<file path="src/hdl/pcie_rx_params.svh">
// ======================================================================
// Width and position macros for the PCIe receive engine
// Data bus, user word, lane and header field sizes
// ======================================================================

`ifndef PCIE_RX_PARAMS_SVH
`define PCIE_RX_PARAMS_SVH

// Receive stream from the hard core
`define PCIE_RX_DATA_W       128
`define PCIE_RX_USER_W       22
`define PCIE_RX_DW_W         32   // One lane, one dword

// Start-of-frame flags in the user word
`define PCIE_RX_SOF_BIT      14
`define PCIE_RX_SOF_MID_BIT  13   // Start in lane 2

// Header fields
`define PCIE_RX_ADDR_W       13   // Dword address, DW2 bits 14 to 2
`define PCIE_RX_LEN_W        10
`define PCIE_RX_BE_W         8    // First and last byte enables

`endif

</file>
<file path="src/hdl/pcie_tlp_pkg.sv">
// ======================================================================
// TLP level types
// Format/type codes of the supported requests and the start position
// of a TLP inside the 128-bit beat
// ======================================================================

package pcie_tlp_pkg;

    // Format/type field of DW0, bits 30 to 24
    // Only the 32-bit memory requests are handled, all others are dropped
    typedef enum logic [6:0] {
        MEM_RD32 = 7'h00,   // 3DW header, no data
        MEM_WR32 = 7'h40    // 3DW header, with data
    } tlp_op_e;

    // Lane where DW0 of a TLP sits
    typedef enum logic {
        SOF_RIGHT = 1'b0,   // Lane 0, whole request in one beat
        SOF_MID   = 1'b1    // Lane 2, DW2 and data follow in the next beat
    } sof_pos_e;

endpackage

</file>
<file path="src/hdl/pcie_rx_pkg.sv">
// ======================================================================
// Receive engine types
// Control FSM states and the decoded kind of a receive beat
// ======================================================================

package pcie_rx_pkg;

    typedef enum logic [1:0] {
        IDLE,       // Accepting new TLPs
        RD_CONT,    // Waiting for second beat of a mid-start read
        WR_CONT,    // Waiting for second beat of a mid-start write
        WAIT        // Request out, waiting on sink or completion engine
    } rx_state_e;

    // NONE also covers unsupported opcodes and length other than 1
    typedef enum logic [2:0] {
        NONE,
        RD_RIGHT,
        WR_RIGHT,
        RD_MID,
        WR_MID
    } beat_kind_e;

endpackage

</file>
<file path="src/hdl/tlp_hdr_decode.sv">
// ======================================================================
// Receive beat decoder
// Start position, opcode and length check, header field extraction
// ======================================================================

`timescale 1ns/100ps

`include "pcie_rx_params.svh"

module tlp_hdr_decode
    import pcie_tlp_pkg::*;
    import pcie_rx_pkg::*;
(
    input  logic [`PCIE_RX_DATA_W-1:0] rx_tdata,
    input  logic [`PCIE_RX_USER_W-1:0] rx_tuser,
    input  logic                       cont_beat,
    output beat_kind_e                 beat_kind,
    output logic [2:0]                 tc,
    output logic                       td,
    output logic                       ep,
    output logic [1:0]                 attr,
    output logic [`PCIE_RX_LEN_W-1:0]  len,
    output logic [15:0]                rid,
    output logic [7:0]                 tag,
    output logic [`PCIE_RX_BE_W-1:0]   be,
    output logic [`PCIE_RX_ADDR_W-1:0] addr,
    output logic [`PCIE_RX_DW_W-1:0]   wdata
);

    localparam int LANES = `PCIE_RX_DATA_W / `PCIE_RX_DW_W;

    logic [`PCIE_RX_DW_W-1:0] lane [LANES];
    logic                     sof_present;
    sof_pos_e                 sof_pos;
    logic [`PCIE_RX_DW_W-1:0] dw0;
    logic [`PCIE_RX_DW_W-1:0] dw1;
    logic [`PCIE_RX_DW_W-1:0] addr_dw;
    logic [6:0]               fmt_type;

    always_comb begin
        for (int i = 0; i < LANES; i++) begin
            lane[i] = rx_tdata[i*`PCIE_RX_DW_W +: `PCIE_RX_DW_W];
        end
    end

    assign sof_present = rx_tuser[`PCIE_RX_SOF_BIT];
    assign sof_pos     = rx_tuser[`PCIE_RX_SOF_MID_BIT] ? SOF_MID : SOF_RIGHT;

    // Header dwords move up by two lanes on a mid start
    assign dw0 = (sof_pos == SOF_MID) ? lane[2] : lane[0];
    assign dw1 = (sof_pos == SOF_MID) ? lane[3] : lane[1];

    // Second beat of a mid start carries DW2 and data in the low lanes
    assign addr_dw = cont_beat ? lane[0] : lane[2];
    assign wdata   = cont_beat ? lane[1] : lane[3];
    assign addr    = addr_dw[`PCIE_RX_ADDR_W+1:2];

    assign fmt_type = dw0[30:24];
    assign tc       = dw0[22:20];
    assign td       = dw0[15];
    assign ep       = dw0[14];
    assign attr     = dw0[13:12];
    assign len      = dw0[`PCIE_RX_LEN_W-1:0];
    assign rid      = dw1[31:16];
    assign tag      = dw1[15:8];
    assign be       = dw1[`PCIE_RX_BE_W-1:0];

    always_comb begin
        beat_kind = NONE;
        if (sof_present && !cont_beat && len == `PCIE_RX_LEN_W'(1)) begin
            case (fmt_type)
                MEM_RD32: beat_kind = (sof_pos == SOF_MID) ? RD_MID : RD_RIGHT;
                MEM_WR32: beat_kind = (sof_pos == SOF_MID) ? WR_MID : WR_RIGHT;
                default:  beat_kind = NONE;   // Anything else is dropped
            endcase
        end
    end

endmodule

</file>
<file path="src/hdl/rx_ctrl.sv">
// ======================================================================
// Receive control FSM
// Registered ready, header load and issue strobes per accepted beat,
// hold-off until the write sink or completion engine is free
// ======================================================================

`timescale 1ns/100ps

module rx_ctrl
    import pcie_rx_pkg::*;
(
    input  logic       i_clk,
    input  logic       i_rst_n,
    input  logic       rx_tvalid,
    input  beat_kind_e beat_kind,
    input  logic       wr_busy,
    input  logic       compl_done,
    output logic       rx_tready,
    output logic       hdr_load,
    output logic       rd_issue,
    output logic       wr_issue,
    output logic       cont_beat
);

    rx_state_e state;
    rx_state_e state_next;
    logic      ready_next;
    logic      wait_wr;         // Kind held in WAIT, 1 for a write
    logic      wait_wr_next;
    logic      accept;

    assign accept    = rx_tvalid && rx_tready;
    assign cont_beat = (state == RD_CONT) || (state == WR_CONT);

    // Strobes are qualified by the handshake so the output registers
    // sample the beat on the same edge that accepts it
    always_comb begin
        state_next   = state;
        ready_next   = rx_tready;
        wait_wr_next = wait_wr;
        hdr_load     = 1'b0;
        rd_issue     = 1'b0;
        wr_issue     = 1'b0;

        case (state)
            IDLE: begin
                ready_next = 1'b1;
                if (accept) begin
                    case (beat_kind)
                        RD_RIGHT: begin
                            hdr_load     = 1'b1;
                            rd_issue     = 1'b1;
                            wait_wr_next = 1'b0;
                            ready_next   = 1'b0;
                            state_next   = WAIT;
                        end
                        WR_RIGHT: begin
                            hdr_load     = 1'b1;
                            wr_issue     = 1'b1;
                            wait_wr_next = 1'b1;
                            ready_next   = 1'b0;
                            state_next   = WAIT;
                        end
                        RD_MID: begin
                            hdr_load   = 1'b1;
                            state_next = RD_CONT;   // Ready stays high
                        end
                        WR_MID: begin
                            hdr_load   = 1'b1;
                            state_next = WR_CONT;
                        end
                        default: state_next = IDLE;   // Discarded beat
                    endcase
                end
            end

            RD_CONT, WR_CONT: begin
                if (accept) begin
                    rd_issue     = (state == RD_CONT);
                    wr_issue     = (state == WR_CONT);
                    wait_wr_next = (state == WR_CONT);
                    ready_next   = 1'b0;
                    state_next   = WAIT;
                end
            end

            WAIT: begin
                ready_next = 1'b0;
                if (wait_wr ? !wr_busy : compl_done) begin
                    ready_next = 1'b1;
                    state_next = IDLE;
                end
            end

            default: begin
                ready_next = 1'b0;
                state_next = IDLE;
            end
        endcase
    end

    always_ff @(posedge i_clk) begin
        if (i_rst_n) begin
            state     <= IDLE;
            rx_tready <= 1'b0;
            wait_wr   <= 1'b0;
        end else begin
            state     <= state_next;
            rx_tready <= ready_next;
            wait_wr   <= wait_wr_next;
        end
    end

endmodule

</file>
<file path="src/hdl/cpl_req_reg.sv">
// ======================================================================
// Completion request register
// Holds requester header fields and read address, pulses req_compl
// ======================================================================

`timescale 1ns/100ps

`include "pcie_rx_params.svh"

module cpl_req_reg (
    input  logic                       i_clk,
    input  logic                       i_rst_n,
    input  logic                       hdr_load,
    input  logic                       rd_issue,
    input  logic [2:0]                 tc,
    input  logic                       td,
    input  logic                       ep,
    input  logic [1:0]                 attr,
    input  logic [`PCIE_RX_LEN_W-1:0]  len,
    input  logic [15:0]                rid,
    input  logic [7:0]                 tag,
    input  logic [`PCIE_RX_BE_W-1:0]   be,
    input  logic [`PCIE_RX_ADDR_W-1:0] addr,
    output logic                       req_compl,
    output logic                       req_compl_wd,
    output logic [2:0]                 req_tc,
    output logic                       req_td,
    output logic                       req_ep,
    output logic [1:0]                 req_attr,
    output logic [`PCIE_RX_LEN_W-1:0]  req_len,
    output logic [15:0]                req_rid,
    output logic [7:0]                 req_tag,
    output logic [`PCIE_RX_BE_W-1:0]   req_be,
    output logic [`PCIE_RX_ADDR_W-1:0] req_addr
);

    // Header of a mid start arrives one or more beats before the address
    always_ff @(posedge i_clk) begin
        if (hdr_load) begin
            req_tc   <= tc;
            req_td   <= td;
            req_ep   <= ep;
            req_attr <= attr;
            req_len  <= len;
            req_rid  <= rid;
            req_tag  <= tag;
            req_be   <= be;
        end
        if (rd_issue) begin
            req_addr <= addr;
        end
    end

    // Completion with data, so both strobes fire together
    always_ff @(posedge i_clk) begin
        if (i_rst_n) begin
            req_compl    <= 1'b0;
            req_compl_wd <= 1'b0;
        end else begin
            req_compl    <= rd_issue;
            req_compl_wd <= rd_issue;
        end
    end

endmodule

</file>
<file path="src/hdl/mem_wr_reg.sv">
// ======================================================================
// Memory write register
// Holds write address, data and byte enables, pulses wr_en
// ======================================================================

`timescale 1ns/100ps

`include "pcie_rx_params.svh"

module mem_wr_reg (
    input  logic                       i_clk,
    input  logic                       i_rst_n,
    input  logic                       hdr_load,
    input  logic                       wr_issue,
    input  logic [`PCIE_RX_BE_W-1:0]   be,
    input  logic [`PCIE_RX_ADDR_W-1:0] addr,
    input  logic [`PCIE_RX_DW_W-1:0]   wdata,
    output logic                       wr_en,
    output logic [`PCIE_RX_ADDR_W-1:0] wr_addr,
    output logic [`PCIE_RX_DW_W-1:0]   wr_data,
    output logic [`PCIE_RX_BE_W-1:0]   wr_be
);

    // Byte enables come with DW1, address and data with DW2 and DW3
    always_ff @(posedge i_clk) begin
        if (hdr_load) begin
            wr_be <= be;
        end
        if (wr_issue) begin
            wr_addr <= addr;
            wr_data <= wdata;
        end
    end

    always_ff @(posedge i_clk) begin
        if (i_rst_n) begin
            wr_en <= 1'b0;
        end else begin
            wr_en <= wr_issue;   // Single cycle, fields valid alongside
        end
    end

endmodule

</file>
<file path="src/hdl/pcie_rx_engine.sv">
// ======================================================================
// PCIe endpoint receive engine, top level
// Beat decoder, control FSM, completion request and write registers
// ======================================================================

`timescale 1ns/100ps

`include "pcie_rx_params.svh"

module pcie_rx_engine
    import pcie_rx_pkg::*;
(
    input  logic                       i_clk,
    input  logic                       i_rst_n,
    input  logic [`PCIE_RX_DATA_W-1:0] rx_tdata,
    input  logic [`PCIE_RX_USER_W-1:0] rx_tuser,
    input  logic                       rx_tlast,   // Core interface only, not decoded
    input  logic                       rx_tvalid,
    output logic                       rx_tready,
    input  logic                       compl_done,
    input  logic                       wr_busy,
    output logic                       req_compl,
    output logic                       req_compl_wd,
    output logic [2:0]                 req_tc,
    output logic                       req_td,
    output logic                       req_ep,
    output logic [1:0]                 req_attr,
    output logic [`PCIE_RX_LEN_W-1:0]  req_len,
    output logic [15:0]                req_rid,
    output logic [7:0]                 req_tag,
    output logic [`PCIE_RX_BE_W-1:0]   req_be,
    output logic [`PCIE_RX_ADDR_W-1:0] req_addr,
    output logic                       wr_en,
    output logic [`PCIE_RX_ADDR_W-1:0] wr_addr,
    output logic [`PCIE_RX_DW_W-1:0]   wr_data,
    output logic [`PCIE_RX_BE_W-1:0]   wr_be
);

    beat_kind_e                 beat_kind;
    logic [2:0]                 tc;
    logic                       td;
    logic                       ep;
    logic [1:0]                 attr;
    logic [`PCIE_RX_LEN_W-1:0]  len;
    logic [15:0]                rid;
    logic [7:0]                 tag;
    logic [`PCIE_RX_BE_W-1:0]   be;
    logic [`PCIE_RX_ADDR_W-1:0] addr;
    logic [`PCIE_RX_DW_W-1:0]   wdata;
    logic                       hdr_load;
    logic                       rd_issue;
    logic                       wr_issue;
    logic                       cont_beat;

    tlp_hdr_decode u_decode (
        .rx_tdata (rx_tdata),  .rx_tuser (rx_tuser), .cont_beat (cont_beat),
        .beat_kind(beat_kind), .tc (tc),  .td (td),  .ep (ep),  .attr (attr),
        .len (len), .rid (rid), .tag (tag), .be (be), .addr (addr), .wdata (wdata)
    );

    rx_ctrl u_ctrl (
        .i_clk (i_clk), .i_rst_n (i_rst_n), .rx_tvalid (rx_tvalid),
        .beat_kind (beat_kind), .wr_busy (wr_busy), .compl_done (compl_done),
        .rx_tready (rx_tready), .hdr_load (hdr_load), .rd_issue (rd_issue),
        .wr_issue (wr_issue), .cont_beat (cont_beat)
    );

    cpl_req_reg u_cpl (
        .i_clk (i_clk), .i_rst_n (i_rst_n), .hdr_load (hdr_load), .rd_issue (rd_issue),
        .tc (tc), .td (td), .ep (ep), .attr (attr), .len (len), .rid (rid),
        .tag (tag), .be (be), .addr (addr),
        .req_compl (req_compl), .req_compl_wd (req_compl_wd), .req_tc (req_tc),
        .req_td (req_td), .req_ep (req_ep), .req_attr (req_attr), .req_len (req_len),
        .req_rid (req_rid), .req_tag (req_tag), .req_be (req_be), .req_addr (req_addr)
    );

    mem_wr_reg u_wr (
        .i_clk (i_clk), .i_rst_n (i_rst_n), .hdr_load (hdr_load), .wr_issue (wr_issue),
        .be (be), .addr (addr), .wdata (wdata),
        .wr_en (wr_en), .wr_addr (wr_addr), .wr_data (wr_data), .wr_be (wr_be)
    );

endmodule

</file>
<file path="config.mk">
export PLATFORM = sky130hd
export DESIGN_NAME = pcie_rx_engine
export DESIGN_NICKNAME = d
export VERILOG_FILES = /design/src/hdl/pcie_tlp_pkg.sv /design/src/hdl/pcie_rx_pkg.sv /design/src/hdl/tlp_hdr_decode.sv /design/src/hdl/rx_ctrl.sv /design/src/hdl/cpl_req_reg.sv /design/src/hdl/mem_wr_reg.sv /design/src/hdl/pcie_rx_engine.sv
export VERILOG_INCLUDE_DIRS = /design/src /design/src/hdl
export SDC_FILE = /design/constraint.sdc
export NUM_CORES = 1
export LEC_CHECK = 0
export ABC_AREA = 1
export BUFFER_PORTS_ARGS = -buffer_cell sky130_fd_sc_hd__buf_4
export CAP_MARGIN = 20
export CORE_MARGIN = 4
export CORE_UTILIZATION = 45
export DETAILED_ROUTE_END_ITERATION = 12
export HOLD_SLACK_MARGIN = 0.03
export MAX_ROUTING_LAYER = met4
export PLACE_DENSITY_LB_ADDON = 0.3
export SLEW_MARGIN = 20
export SYNTH_ARGS = -nofsm -noshare
export SYNTH_HDL_FRONTEND = slang
export SYNTH_HIERARCHICAL = 1
export SYNTH_SLANG_ARGS = --single-unit
</file>
<file path="constraint.sdc">
create_clock -name i_clk -period 8.1 [get_ports i_clk]
set_input_delay 0.81 -clock i_clk [delete_from_list [all_inputs] [get_ports i_clk]]
set_output_delay 0.81 -clock i_clk [all_outputs]
set_load 0.005 [all_outputs]
</file>
==> summary.txt, run 1 <==
================================================================================
Clock insertion delay at the later pin of the skew report .........      0.40 ns
Standby leakage power .............................................  0.003466 µW
Count of input and output buffers .................................          241
Cts hold-fix bufs .................................................            0
Routability congestion estimate ...................................       0.8610
Hold_sp ........................................................... u_ctrl/state[1]$_SDFFE_PP0P_
DRC viols .........................................................            0
Setup-failing EPs final ...........................................            0
Setup repair bufs after CTS .......................................            0
CTS clock-pin slew for the worst setup and hold paths .............      0.05 ns
Most common cell after layout, fill and taps aside ................ sky130_fd_sc_hd__buf_4
Cell area after technology mapping ................................ 0.005251 mm²
Endpoint of the most critical register-to-register path ........... u_wr/wr_data[26]$_DFFE_PP_
RSZ-0062 raised after global routing ..............................           no
Net count reported at finish ......................................          900
Total number of vias ..............................................        4,500
Area of the die ...................................................  0.01346 mm²
Post-synthesis net count ..........................................          659
Wire per inst .....................................................     16.80 µm
H-Tree Depth ......................................................            4
Number of nets with antenna violations after detailed routing .....            0
Placed insts ......................................................          863
Post-synth top area cell .......................................... sky130_fd_sc_hd__edfxtp_1
Crit Path Class ...................................................    in -> reg
Max-Cap Viols .....................................................            0
Result of the run .................................................    completed
Post-layout min period ............................................     3.990 ns
Area inside the core boundary .....................................  0.01142 mm²
Most area-consuming cells after synthesis ......................... sky130_fd_sc_hd__edfxtp_1, sky130_fd_sc_hd__nand2_1, sky130_fd_sc_hd__inv_1
Post-synthesis cell count .........................................          498
Iteration count of the initial detailed-routing pass ..............            5
Share of power burned in combinational logic ......................         6.9%
Share of total power in the clock network .........................        46.3%
Global-route wire length before repair ............................    22,260 µm
Initial Util ......................................................       45.99%
Critical Path Source Type .........................................   input port
Fraction of post-synthesis cell area in the top cell type by area .       65.76%
Largest net degree at the start of global routing .................           89
Skew final ........................................................  0.007411 ns
Internal Dissipation ..............................................      1158 µW
Depth of the worst register-to-register path ......................           14
Num Clock Sinks ...................................................          121
Width of the die ..................................................     116.0 µm
CTS Buf Count .....................................................           17
Buffers from clock root to sink, at most ..........................            2
Setup TNS .........................................................         0 ns
Arr. time, crit path ..............................................      4.03 ns
Terminating pin of the worst hold path ............................ u_ctrl/state[1]$_SDFFE_PP0P_
Power per Cell Area ............................................... 190.5 mW/mm²
Clock root cell ................................................... sky130_fd_sc_hd__clkbuf_16
Placed wire-length estimate .......................................    10,970 µm
Worst-Margin Slew .................................................    0.8577 ns
Count of cells resized by post-cts repair .........................            0
Commonest cells after routing, fill and taps aside ................ sky130_fd_sc_hd__buf_4, sky130_fd_sc_hd__edfxtp_1, sky130_fd_sc_hd__nand2_1
Number of pins with negative max-slew slack in the final report ...            0
Iteration-0 DRC count of the detailed router ......................          286
Tcrit/Tclk final ..................................................       49.25%
Global route total overflow .......................................            0
Share of the core filled with cells ...............................       67.57%
WHS Path Cells ....................................................            2
Critical path data required time ..................................      8.14 ns
HP Class ..........................................................   reg -> reg
Top-Level Pins ....................................................          275
Worst reg2reg startpoint .......................................... u_ctrl/state[0]$_SDFFE_PP0P_
Number of different library cells in the post-synthesis netlist ...           25
Register-to-Register Setup Slack ..................................      4.43 ns
Worst Hold Slack ..................................................    0.5323 ns
Antenna diodes ....................................................            0
Element type at the critical path end .............................         flop
Post-synthesis average cell area ..................................    10.54 µm²
Die outline height ................................................     116.0 µm
Share of post-route cells with drive strength above 1 .............       38.03%
Area grow syn2layout ..............................................       46.91%
Sequential-to-total area share from yosys stat ....................       68.05%
Number of hold-slack violations in the final timing report ........            0
Switching Power ...................................................     311.6 µW
Part of the power in registers ....................................        46.8%
Number of cell rows ...............................................           39
Synth warn ........................................................            6
Final instance count without filler cells .........................          895
Flip-flop and latch count after synthesis .........................          121
Maximum clock rate ................................................    250.7 MHz
Worst slew slack as a fraction of its limit .......................       42.82%
Net switching fraction of the power ...............................       21.20%
Global router's overall resource usage ............................       22.59%
Via count of the first global-routing pass ........................        4,400
Antenna violations before repair ..................................            0
TritonCTS clock tree ..............................................        built
Vias per cell .....................................................        5.028
Crit Path Max Fanout ..............................................           88
Peak ir drop on the vdd network ...................................    0.1224 mV
Routed Wire Length ................................................    15,040 µm
================================================================================
-- critical path: stages --
cell and delay (ns):
sky130_fd_sc_hd__buf_4 0.60, sky130_fd_sc_hd__inv_4 0.24, sky130_fd_sc_hd__nand2_1 0.15, sky130_fd_sc_hd__nand3_1 0.09, sky130_fd_sc_hd__nor2_1 0.13, sky130_fd_sc_hd__nand2_1 0.10, sky130_fd_sc_hd__nor2_2 0.12, sky130_fd_sc_hd__nand2_1 0.07
sky130_fd_sc_hd__nor2_1 0.14, sky130_fd_sc_hd__nand3_1 0.14, sky130_fd_sc_hd__o21ai_0 0.26, sky130_fd_sc_hd__nand2_1 0.14, sky130_fd_sc_hd__nor2_4 0.44, sky130_fd_sc_hd__buf_4 0.51
-- power by group through the flow --
stage	Clock, µW	Combinational, µW	Sequential, µW
after detailed placement	0	101	700
after global routing	724	113	687
after floorplan	0	42.3	700
final	681	102	688
after CTS	693	101	687
after global placement	0	94.9	700
-- final cells by class --
cell class	count	area, µm²
clock buffer	19	432.9
inverter	77	291.5
timing repair buffer	245	1839
fill	891	3704
sequential	121	3573
tap	143	178.9
clock inverter	13	105.1
multi-input combinational	277	1294
-- cells in the mapped netlist --
cell / count
sky130_fd_sc_hd__dfxtp_1: 6
sky130_fd_sc_hd__edfxtp_1: 115
sky130_fd_sc_hd__nand2_2: 1
sky130_fd_sc_hd__nand2_1: 112
sky130_fd_sc_hd__nand4_1: 1
sky130_fd_sc_hd__nor2_1: 49
sky130_fd_sc_hd__a211oi_1: 1
sky130_fd_sc_hd__inv_1: 76
sky130_fd_sc_hd__clkbuf_1: 12
sky130_fd_sc_hd__o21ai_0: 47
sky130_fd_sc_hd__mux2_2: 3
sky130_fd_sc_hd__nor3_1: 2
sky130_fd_sc_hd__o21ai_2: 1
sky130_fd_sc_hd__ha_1: 5
sky130_fd_sc_hd__buf_4: 3
sky130_fd_sc_hd__buf_2: 4
sky130_fd_sc_hd__inv_4: 1
sky130_fd_sc_hd__a21boi_1: 1
sky130_fd_sc_hd__nand3_1: 9
sky130_fd_sc_hd__o21ai_1: 2
sky130_fd_sc_hd__buf_1: 1
sky130_fd_sc_hd__o2111ai_1: 1
sky130_fd_sc_hd__a21oi_1: 38
sky130_fd_sc_hd__buf_6: 3
sky130_fd_sc_hd__nor2_2: 4
-- state kept, by name (all words and copies together), names as in the netlist --
signal	flops
u_ctrl/state	2
u_ctrl/rx_tready	1
u_cpl/req_tag	8
u_cpl/req_compl_wd	1
u_cpl/req_rid	16
u_cpl/req_td	1
u_cpl/req_tc	3
u_cpl/req_len	10
u_wr/wr_addr	13
u_ctrl/wait_wr	1
u_wr/wr_data	32
u_wr/wr_be	8
u_cpl/req_attr	2
u_cpl/req_addr	13
u_cpl/req_ep	1
u_cpl/req_be	8
u_wr/wr_en	1
-- through the flow --
| stage | worst slack, ns | power, µW | instance area [µm²] |
|---|---|---|---|
| floorplan | 1.543 | 742.4 | 5251 |
| CTS | 4.092 | 1482 | 7715 |
| global placement | 3.738 | 795.1 | 7177 |
| detailed placement | 3.673 | 800.8 | 7177 |
| global route | 3.727 | 1525 | 7715 |
| finish | 4.110 | 1470 | 7715 |
-- per-layer routing --
layer  wire length [µm]  up-vias  GRT usage [%]
li1                   -     2129              -
met1               5449     2109          25.05
met2               7745      234          38.01
met3               1469       28          7.415
met4                370        0          8.430
met5                  0        -              -
-- how the worst max path moves through the flow --
stage	from	end	slack, ns	cells after the start
finish	rx_tuser[13]	u_wr/wr_data[26]$_DFFE_PP_	4.11	14
global route	rx_tuser[13]	u_wr/wr_data[26]$_DFFE_PP_	3.73	14
CTS	rx_tuser[13]	u_wr/wr_data[31]$_DFFE_PP_	4.09	14
detailed placement	rx_tuser[13]	u_wr/wr_data[17]$_DFFE_PP_	3.67	14
global placement	rx_tuser[13]	u_wr/wr_data[19]$_DFFE_PP_	3.74	14
floorplan	rx_tuser[13]	u_cpl/req_attr[0]$_DFFE_PP_	1.54	13
-- logic make-up after synthesis --
| kind of cell | share of synthesized area [%] |
|---|---|
| simple gates | 13.27 |
| flops | 68.05 |
| buf+inv | 7.934 |
| compound gates | 8.911 |
| fa+ha+maj | 1.191 |
| mux | 0.6433 |
Note: power is estimated with default switching activity, not from simulation.
==> run 2, diff against run 1 <==
clock period = 4 ns   (was 8.1 ns; I/O delays follow)
==> summary.txt, run 2 (same netlist as run 1, synthesis figures left out) <==
==============================================================================
Result of the run ...............................................    completed
Width of the die ................................................     116.0 µm   unchanged
RSZ-0062 raised after global routing ............................           no
Number of pins with negative max-slew slack in the final report .            0   unchanged
Global-route wire length before repair ..........................    21,120 µm   -5.1%
Arr. time, crit path ............................................      3.13 ns   -0.90 ns
Worst slew slack as a fraction of its limit .....................       57.38%   +15 points
Antenna diodes ..................................................            0   unchanged
TritonCTS clock tree ............................................        built
Total number of vias ............................................        4,389   -2.5%
Area of the die .................................................  0.01346 mm²   unchanged
Die outline height ..............................................     116.0 µm   unchanged
Routed metal-1 wirelength .......................................      5553 µm   +1.9%
CTS clock-pin slew for the worst setup and hold paths ...........      0.06 ns   about the same
Routability congestion estimate .................................       0.8587   -0.27%
Critical path data required time ................................      4.08 ns   -4.06 ns
Number of nets with antenna violations after detailed routing ...            0   unchanged
H-Tree Depth ....................................................            4   unchanged
Buffers from clock root to sink, at most ........................            2   unchanged
Wire per inst ...................................................     16.18 µm   -3.7%
Met3 wirelength from detailed routing ...........................      1264 µm   -14%
Initial Util ....................................................       45.99%   unchanged
Most common cell after layout, fill and taps aside .............. sky130_fd_sc_hd__buf_4
Number of hold-slack violations in the final timing report ......            0   unchanged
Final instance count without filler cells .......................          896   +0.11%
Clock insertion delay at the later pin of the skew report .......      0.40 ns   about the same
Share of post-route cells with drive strength above 1 ...........       38.25%   +0.22 points
Tcrit/Tclk final ................................................       76.37%
DRC viols .......................................................            0   unchanged
Peak ir drop on the vdd network .................................    0.2085 mV   +70%
Global route total overflow .....................................            0   unchanged
Maximum clock rate ..............................................    327.4 MHz
Iteration count of the initial detailed-routing pass ............            5   unchanged
Setup repair bufs after CTS .....................................            0   unchanged
Number of cell rows .............................................           39   unchanged
Largest net degree at the start of global routing ...............           62   -30%
Crit Path Class .................................................   reg -> reg
Count of input and output buffers ...............................          241   unchanged
Placed insts ....................................................          864   +0.12%
Num Clock Sinks .................................................          121   unchanged
Element type at the critical path end ...........................         flop
Placed wire-length estimate .....................................    10,600 µm   -3.4%
Skew final ......................................................  0.006891 ns   -0.0005201 ns
CTS Buf Count ...................................................           17   unchanged
Biggest registers after layout .................................. u_wr/wr_data x32, u_cpl/req_rid x16
Worst-Margin Slew ...............................................    0.6386 ns   -0.2191 ns
HP Class ........................................................    in -> reg
Global router's overall resource usage ..........................       21.51%   -1.1 points
Register with the most flip-flops ............................... u_wr/wr_data
Critical Path Source Type .......................................         flop
Crit Path Max Fanout ............................................           41   -53%
Routed Wire Length ..............................................    14,500 µm   -3.6%
Uppermost signal routing layer after detailed routing ...........         met4
Max FFs per register ............................................           32   unchanged
Met2 wire length ................................................      7472 µm   -3.5%
Area inside the core boundary ...................................  0.01142 mm²   unchanged
Post-layout min period ..........................................     3.055 ns
Power per Cell Area ............................................. 396.4 mW/mm²   +110%
Setup TNS .......................................................         0 ns   unchanged
Max-Cap Viols ...................................................            0   unchanged
Commonest cells after routing, fill and taps aside .............. sky130_fd_sc_hd__buf_4, sky130_fd_sc_hd__edfxtp_1, sky130_fd_sc_hd__nand2_1
Top-Level Pins ..................................................          275   unchanged
Via count of the first global-routing pass ......................        4,171   -5.2%
Iteration-0 DRC count of the detailed router ....................          346   +21%
Cts hold-fix bufs ...............................................            0   unchanged
Clock root cell ................................................. sky130_fd_sc_hd__clkbuf_16
Vias per cell ...................................................        4.898   -2.6%
Setup-failing EPs final .........................................            0   unchanged
Net count reported at finish ....................................          901   +0.11%
Area grow syn2layout ............................................       48.01%
Standby leakage power ...........................................  0.003500 µW   +0.99%
Count of cells resized by post-cts repair .......................            0   unchanged
Antenna violations before repair ................................            0   unchanged
==============================================================================
[run 2: changes by cell type in the layout (fill, tap and decap cells not counted), sizes merged]
cell      delta
inv          +4
clkinvlp     -3
buf          +1
bufinv       +1
clkbuf       -1
clkinv       -1
[run 2: through the flow]
| stage | worst slack [ns] | total power [µW] | cell area, µm² | util (%) | hold WS, ns |
|---|---|---|---|---|---|
| floorplan | 0.2457 | 1504 | 5266 | - | 0.4669 |
| global placement | 1.049 | 1612 | 7197 | 63.03 | 0.5090 |
| detailed placement | 0.9410 | 1622 | 7197 | 63.03 | 0.5230 |
| CTS | 0.9410 | 3103 | 7772 | 68.07 | 0.1777 |
| global route | 0.7309 | 3188 | 7772 | 68.07 | 0.1845 |
| finish | 0.9454 | 3081 | 7772 | 68.07 | 0.1998 |
[run 2: final timing paths]
kind                                     start                          end  slack (ns)  cells after the start
setup / recovery  u_ctrl/state[0]$_SDFFE_PP0P_   u_wr/wr_addr[10]$_DFFE_PP_        0.95                     14
hold / removal                         i_rst_n        u_wr/wr_en$_SDFF_PP0_        0.20                      2
setup reg to reg  u_ctrl/state[0]$_SDFFE_PP0P_   u_wr/wr_addr[10]$_DFFE_PP_        0.95                     14
hold reg to reg    u_ctrl/wait_wr$_SDFFE_PP0P_  u_ctrl/wait_wr$_SDFFE_PP0P_        0.53                      4
[run 2: where the power goes]
group	switching, µW	total [µW]	leakage (µW)	internal, µW
clock network	562	1480	0.000281	922
logic	96.9	205	0.00214	108
registers	0.386	1390	0.00108	1390
total	660	3080	0.00350	2420
[run 2: layer usage]
| layer | track usage, % | vias up |
|---|---|---|
| met5 | - | - |
| met4 | 7.579 | 0 |
| met3 | 5.796 | 13 |
| met2 | 36.75 | 211 |
| met1 | 24.38 | 2039 |
| li1 | - | 2126 |
[run 2: worst max-delay path, stage by stage (launching register included)]
cell and delay (ns):
sky130_fd_sc_hd__dfxtp_1 0.41, sky130_fd_sc_hd__inv_1 0.12, sky130_fd_sc_hd__ha_4 0.37, sky130_fd_sc_hd__nor2_1 0.15
sky130_fd_sc_hd__nand3_1 0.08, sky130_fd_sc_hd__nor2_1 0.10, sky130_fd_sc_hd__nand2_1 0.08, sky130_fd_sc_hd__nor2_2 0.09
sky130_fd_sc_hd__nand2_1 0.05, sky130_fd_sc_hd__nor2_1 0.16, sky130_fd_sc_hd__nand3_1 0.15, sky130_fd_sc_hd__o21ai_0 0.27
sky130_fd_sc_hd__nand2_1 0.14, sky130_fd_sc_hd__nor2_4 0.23, sky130_fd_sc_hd__buf_12 0.29
[run 2: final cells by class]
cell class	count	area (µm²)
fillers	858	3646
well taps	143	178.9
clock inverters	14	146.4
inverters	77	291.5
flip-flops and latches	121	3573
repair buffers	246	1859
multi-input cells	277	1294
clock buffers	18	429.2
==> run 3, diff against run 2 <==
ABC_AREA = 0   (was 1)
clock period = 3 ns   (was 4 ns; I/O delays follow)
==> summary.txt, run 3 <==
================================================================================
Result of the run .................................................    completed
Iteration-0 DRC count of the detailed router ......................          166   -52%
Antenna diodes ....................................................            0   unchanged
Number of buffers and inverters on the critical path ..............            2   unchanged
Total number of vias ..............................................        3,602   -18%
Setup-failing EPs final ...........................................            0   unchanged
Share of post-route cells with drive strength above 1 .............       68.73%   +30 points
Post-layout min period ............................................     2.775 ns   -0.2798 ns
Worst Hold Slack ..................................................    0.1335 ns   -0.06625 ns
Sequential-to-total area share from yosys stat ....................       68.74%   +0.69 points
Placed wire-length estimate .......................................    10,450 µm   -1.4%
Clock root cell ................................................... sky130_fd_sc_hd__clkbuf_16
Number of cell rows ...............................................           38   -2.6%
Worst slew slack as a fraction of its limit .......................       57.22%   -0.16 points
Number of pins with negative max-slew slack in the final report ...            0   unchanged
Antenna violations before repair ..................................            0   unchanged
HP Class ..........................................................    in -> reg
Commonest cells after routing, fill and taps aside ................ sky130_fd_sc_hd__buf_4, sky130_fd_sc_hd__edfxtp_1, sky130_fd_sc_hd__mux2_2
Routability congestion estimate ...................................       0.9012   +4.9%
Cell chain of the critical path ................................... inv_1 > ha_2 > nor4_2 > nand4_1 > a21oi_2 > nor2_1 > xor2_1 > nor3b_4 > buf_4
Placed insts ......................................................          674   -22%
Crit Path Max Fanout ..............................................           18   -56%
Prevailing post-synth register cell ............................... sky130_fd_sc_hd__edfxtp_1
Setup repair bufs after CTS .......................................            0   unchanged
Largest net degree at the start of global routing .................           47   -24%
Share of async-settable or async-resettable flops after synthesis .           0%   unchanged
Max FFs per register ..............................................           32   unchanged
Num Clock Sinks ...................................................          121   unchanged
Ranking of synthesized cells by instance count .................... sky130_fd_sc_hd__edfxtp_1, sky130_fd_sc_hd__mux2_2, sky130_fd_sc_hd__buf_2
Count of fill cells added during filler insertion .................          758   -12%
TritonCTS clock tree ..............................................        built
Count of flip-flops with a built-in enable after synthesis ........          115   unchanged
Number of different library cells in the post-synthesis netlist ...           38   +52%
Element type at the critical path end .............................         flop
Via count of the first global-routing pass ........................        3,723   -11%
Post-route cell area .............................................. 0.007869 mm²   +1.2%
Number of nets with antenna violations after detailed routing .....            0   unchanged
Crit Path Class ...................................................   reg -> reg
RSZ-0062 raised after global routing ..............................           no
Maximum clock rate ................................................    360.4 MHz   +10%
Count of input and output buffers .................................          241   unchanged
Standby leakage power .............................................  0.003139 µW   -10%
Placed cell areas ................................................. 0.007261 mm²   +0.89%
Fraction of post-synthesis cell area in the top cell type by area .       66.43%   +0.66 points
Area of the multi-input gates ..................................... 0.001578 mm²   +22%
Top-Level Pins ....................................................          275   unchanged
Die outline height ................................................     115.5 µm   -0.47%
Most common cell after layout, fill and taps aside ................ sky130_fd_sc_hd__buf_4
Final instance count without filler cells .........................          706   -21%
Cell with the biggest individual delay on the critical path ....... sky130_fd_sc_hd__dfxtp_2
DRC viols .........................................................            0   unchanged
H-Tree Depth ......................................................            4   unchanged
Post-synthesis cell count .........................................          297   -40%
Initial Util ......................................................       46.93%   +0.94 points
Count of cells resized by post-cts repair .........................            0   unchanged
Biggest registers after layout .................................... u_wr/wr_data x32, u_cpl/req_rid x16
Cell area after technology mapping ................................ 0.005199 mm²   -1.0%
Routed Wire Length ................................................    13,980 µm   -3.5%
Tcrit/Tclk final ..................................................       92.49%   +16 points
Synth warn ........................................................            6   unchanged
Wire per inst .....................................................     19.80 µm   +22%
Width of the die ..................................................     115.5 µm   -0.47%
Most frequent cell after synthesis ................................ sky130_fd_sc_hd__edfxtp_1
Cell family with the largest share of critical-path delay ......... simple AND/OR/NAND/NOR gates
Clock insertion delay at the later pin of the skew report .........      0.40 ns   about the same
Post-synth top area cell .......................................... sky130_fd_sc_hd__edfxtp_1
Number of hold-slack violations in the final timing report ........            0   unchanged
Total power draw ..................................................      4977 µW   +62%
Power per Cell Area ............................................... 632.5 mW/mm²   +60%
Critical Path Max Stage Delay .....................................      0.37 ns   -0.04 ns
Register with the most flip-flops ................................. u_wr/wr_data
Vias per cell .....................................................        5.102   +4.2%
Register area ..................................................... 0.003576 mm²   about the same
CTS clock-pin slew for the worst setup and hold paths .............      0.06 ns   about the same
Arr. time, crit path ..............................................      2.85 ns   -0.28 ns
Critical path data required time ..................................      3.08 ns   -1.00 ns
Iteration count of the initial detailed-routing pass ..............            4   -1
Max-Cap Viols .....................................................            0   unchanged
Skew final ........................................................  0.008625 ns   +0.001735 ns
Post-synthesis net count ..........................................          458   -31%
Peak ir drop on the vdd network ...................................    0.3541 mV   +70%
Post-synthesis average cell area ..................................    17.50 µm²   +66%
Global route total overflow .......................................            0   unchanged
Flip-flop and latch count after synthesis .........................          121   unchanged
Net count reported at finish ......................................          714   -21%
Most area-consuming cells after synthesis ......................... sky130_fd_sc_hd__edfxtp_1, sky130_fd_sc_hd__mux2_2, sky130_fd_sc_hd__dfxtp_1
Area inside the core boundary .....................................  0.01108 mm²   -3.0%
Worst-Margin Slew .................................................    0.6417 ns   +0.003145 ns
Area of the die ...................................................  0.01334 mm²   -0.93%
Area grow syn2layout ..............................................       51.36%
CTS Buf Count .....................................................           17   unchanged
Cts hold-fix bufs .................................................            0   unchanged
Critical Path Source Type .........................................         flop
Global router's overall resource usage ............................       21.24%   -0.28 points
Buffers from clock root to sink, at most ..........................            2   unchanged
Global-route wire length before repair ............................    20,470 µm   -3.1%
================================================================================
==> run 3: cell count changes after synthesis, moves of 9 or more <==
cell	previous run	this run
sky130_fd_sc_hd__inv_1	76	4
sky130_fd_sc_hd__buf_2	4	13
sky130_fd_sc_hd__mux2_2	3	94
sky130_fd_sc_hd__nand2_1	112	3
sky130_fd_sc_hd__a21oi_1	38	5
sky130_fd_sc_hd__o21ai_0	47	2
sky130_fd_sc_hd__clkbuf_1	12	0
sky130_fd_sc_hd__nor2_1	49	8
==> run 3: cells by family after synthesis <==
| group | synth area share [%] |
|---|---|
| AOI/OAI and AO/OA | 2.431 |
| xor gates and xnor gates | 0.5055 |
| adders and majority gates | 1.203 |
| buffers and inverters | 1.901 |
| DFF | 68.74 |
| muxes | 21.03 |
| and+or+nand+nor | 4.188 |
==> run 3: layout make-up <==
type                    count  area share (%)
flip-flops and latches    121           45.44
repair buffers            252           24.36
multi-input cells         157           20.05
clock buffers              18           5.454
clock inverters            14           2.274
well taps                 140           2.226
inverters                   4          0.1908
==> run 3: path summary, 6_finish.rpt <==
path / to / from / slack [ns] / depth (start not counted)
setup reg to reg: u_cpl/req_rid[15]$_DFFE_PP_ / u_ctrl/state[1]$_SDFFE_PP0P_ / 0.23 / 9
hold / removal: u_cpl/req_compl_wd$_SDFF_PP0_ / i_rst_n / 0.13 / 2
setup / recovery: u_cpl/req_rid[15]$_DFFE_PP_ / u_ctrl/state[1]$_SDFFE_PP0P_ / 0.23 / 9
hold reg to reg: u_ctrl/state[1]$_SDFFE_PP0P_ / u_ctrl/state[1]$_SDFFE_PP0P_ / 0.50 / 2
==> run 3: routing by layer <==
metal,global-route usage (%),wire [µm]
met2,35.49,7159
met4,7.121,267
met5,-,0
met3,5.483,1160
met1,25.13,5394
==> run 3: where the power goes <==
part           switching (µW)  internal [µW]  total (µW)
sequential               24.1           1960        1980
clock                     702           1380        2080
combinational             406            506         912
==> run 3: stage by stage <==
stage	utilization [%]	worst slack, ns	setup TNS (ns)
6_report	71.03	0.2252	0
5_1_grt	71.03	0.07806	0
4_1_cts	71.03	0.2559	0
3_5_place_dp	65.54	0.1073	0
3_3_place_gp	65.54	0.1486	0
2_1_floorplan	-	-0.6017	-48.48
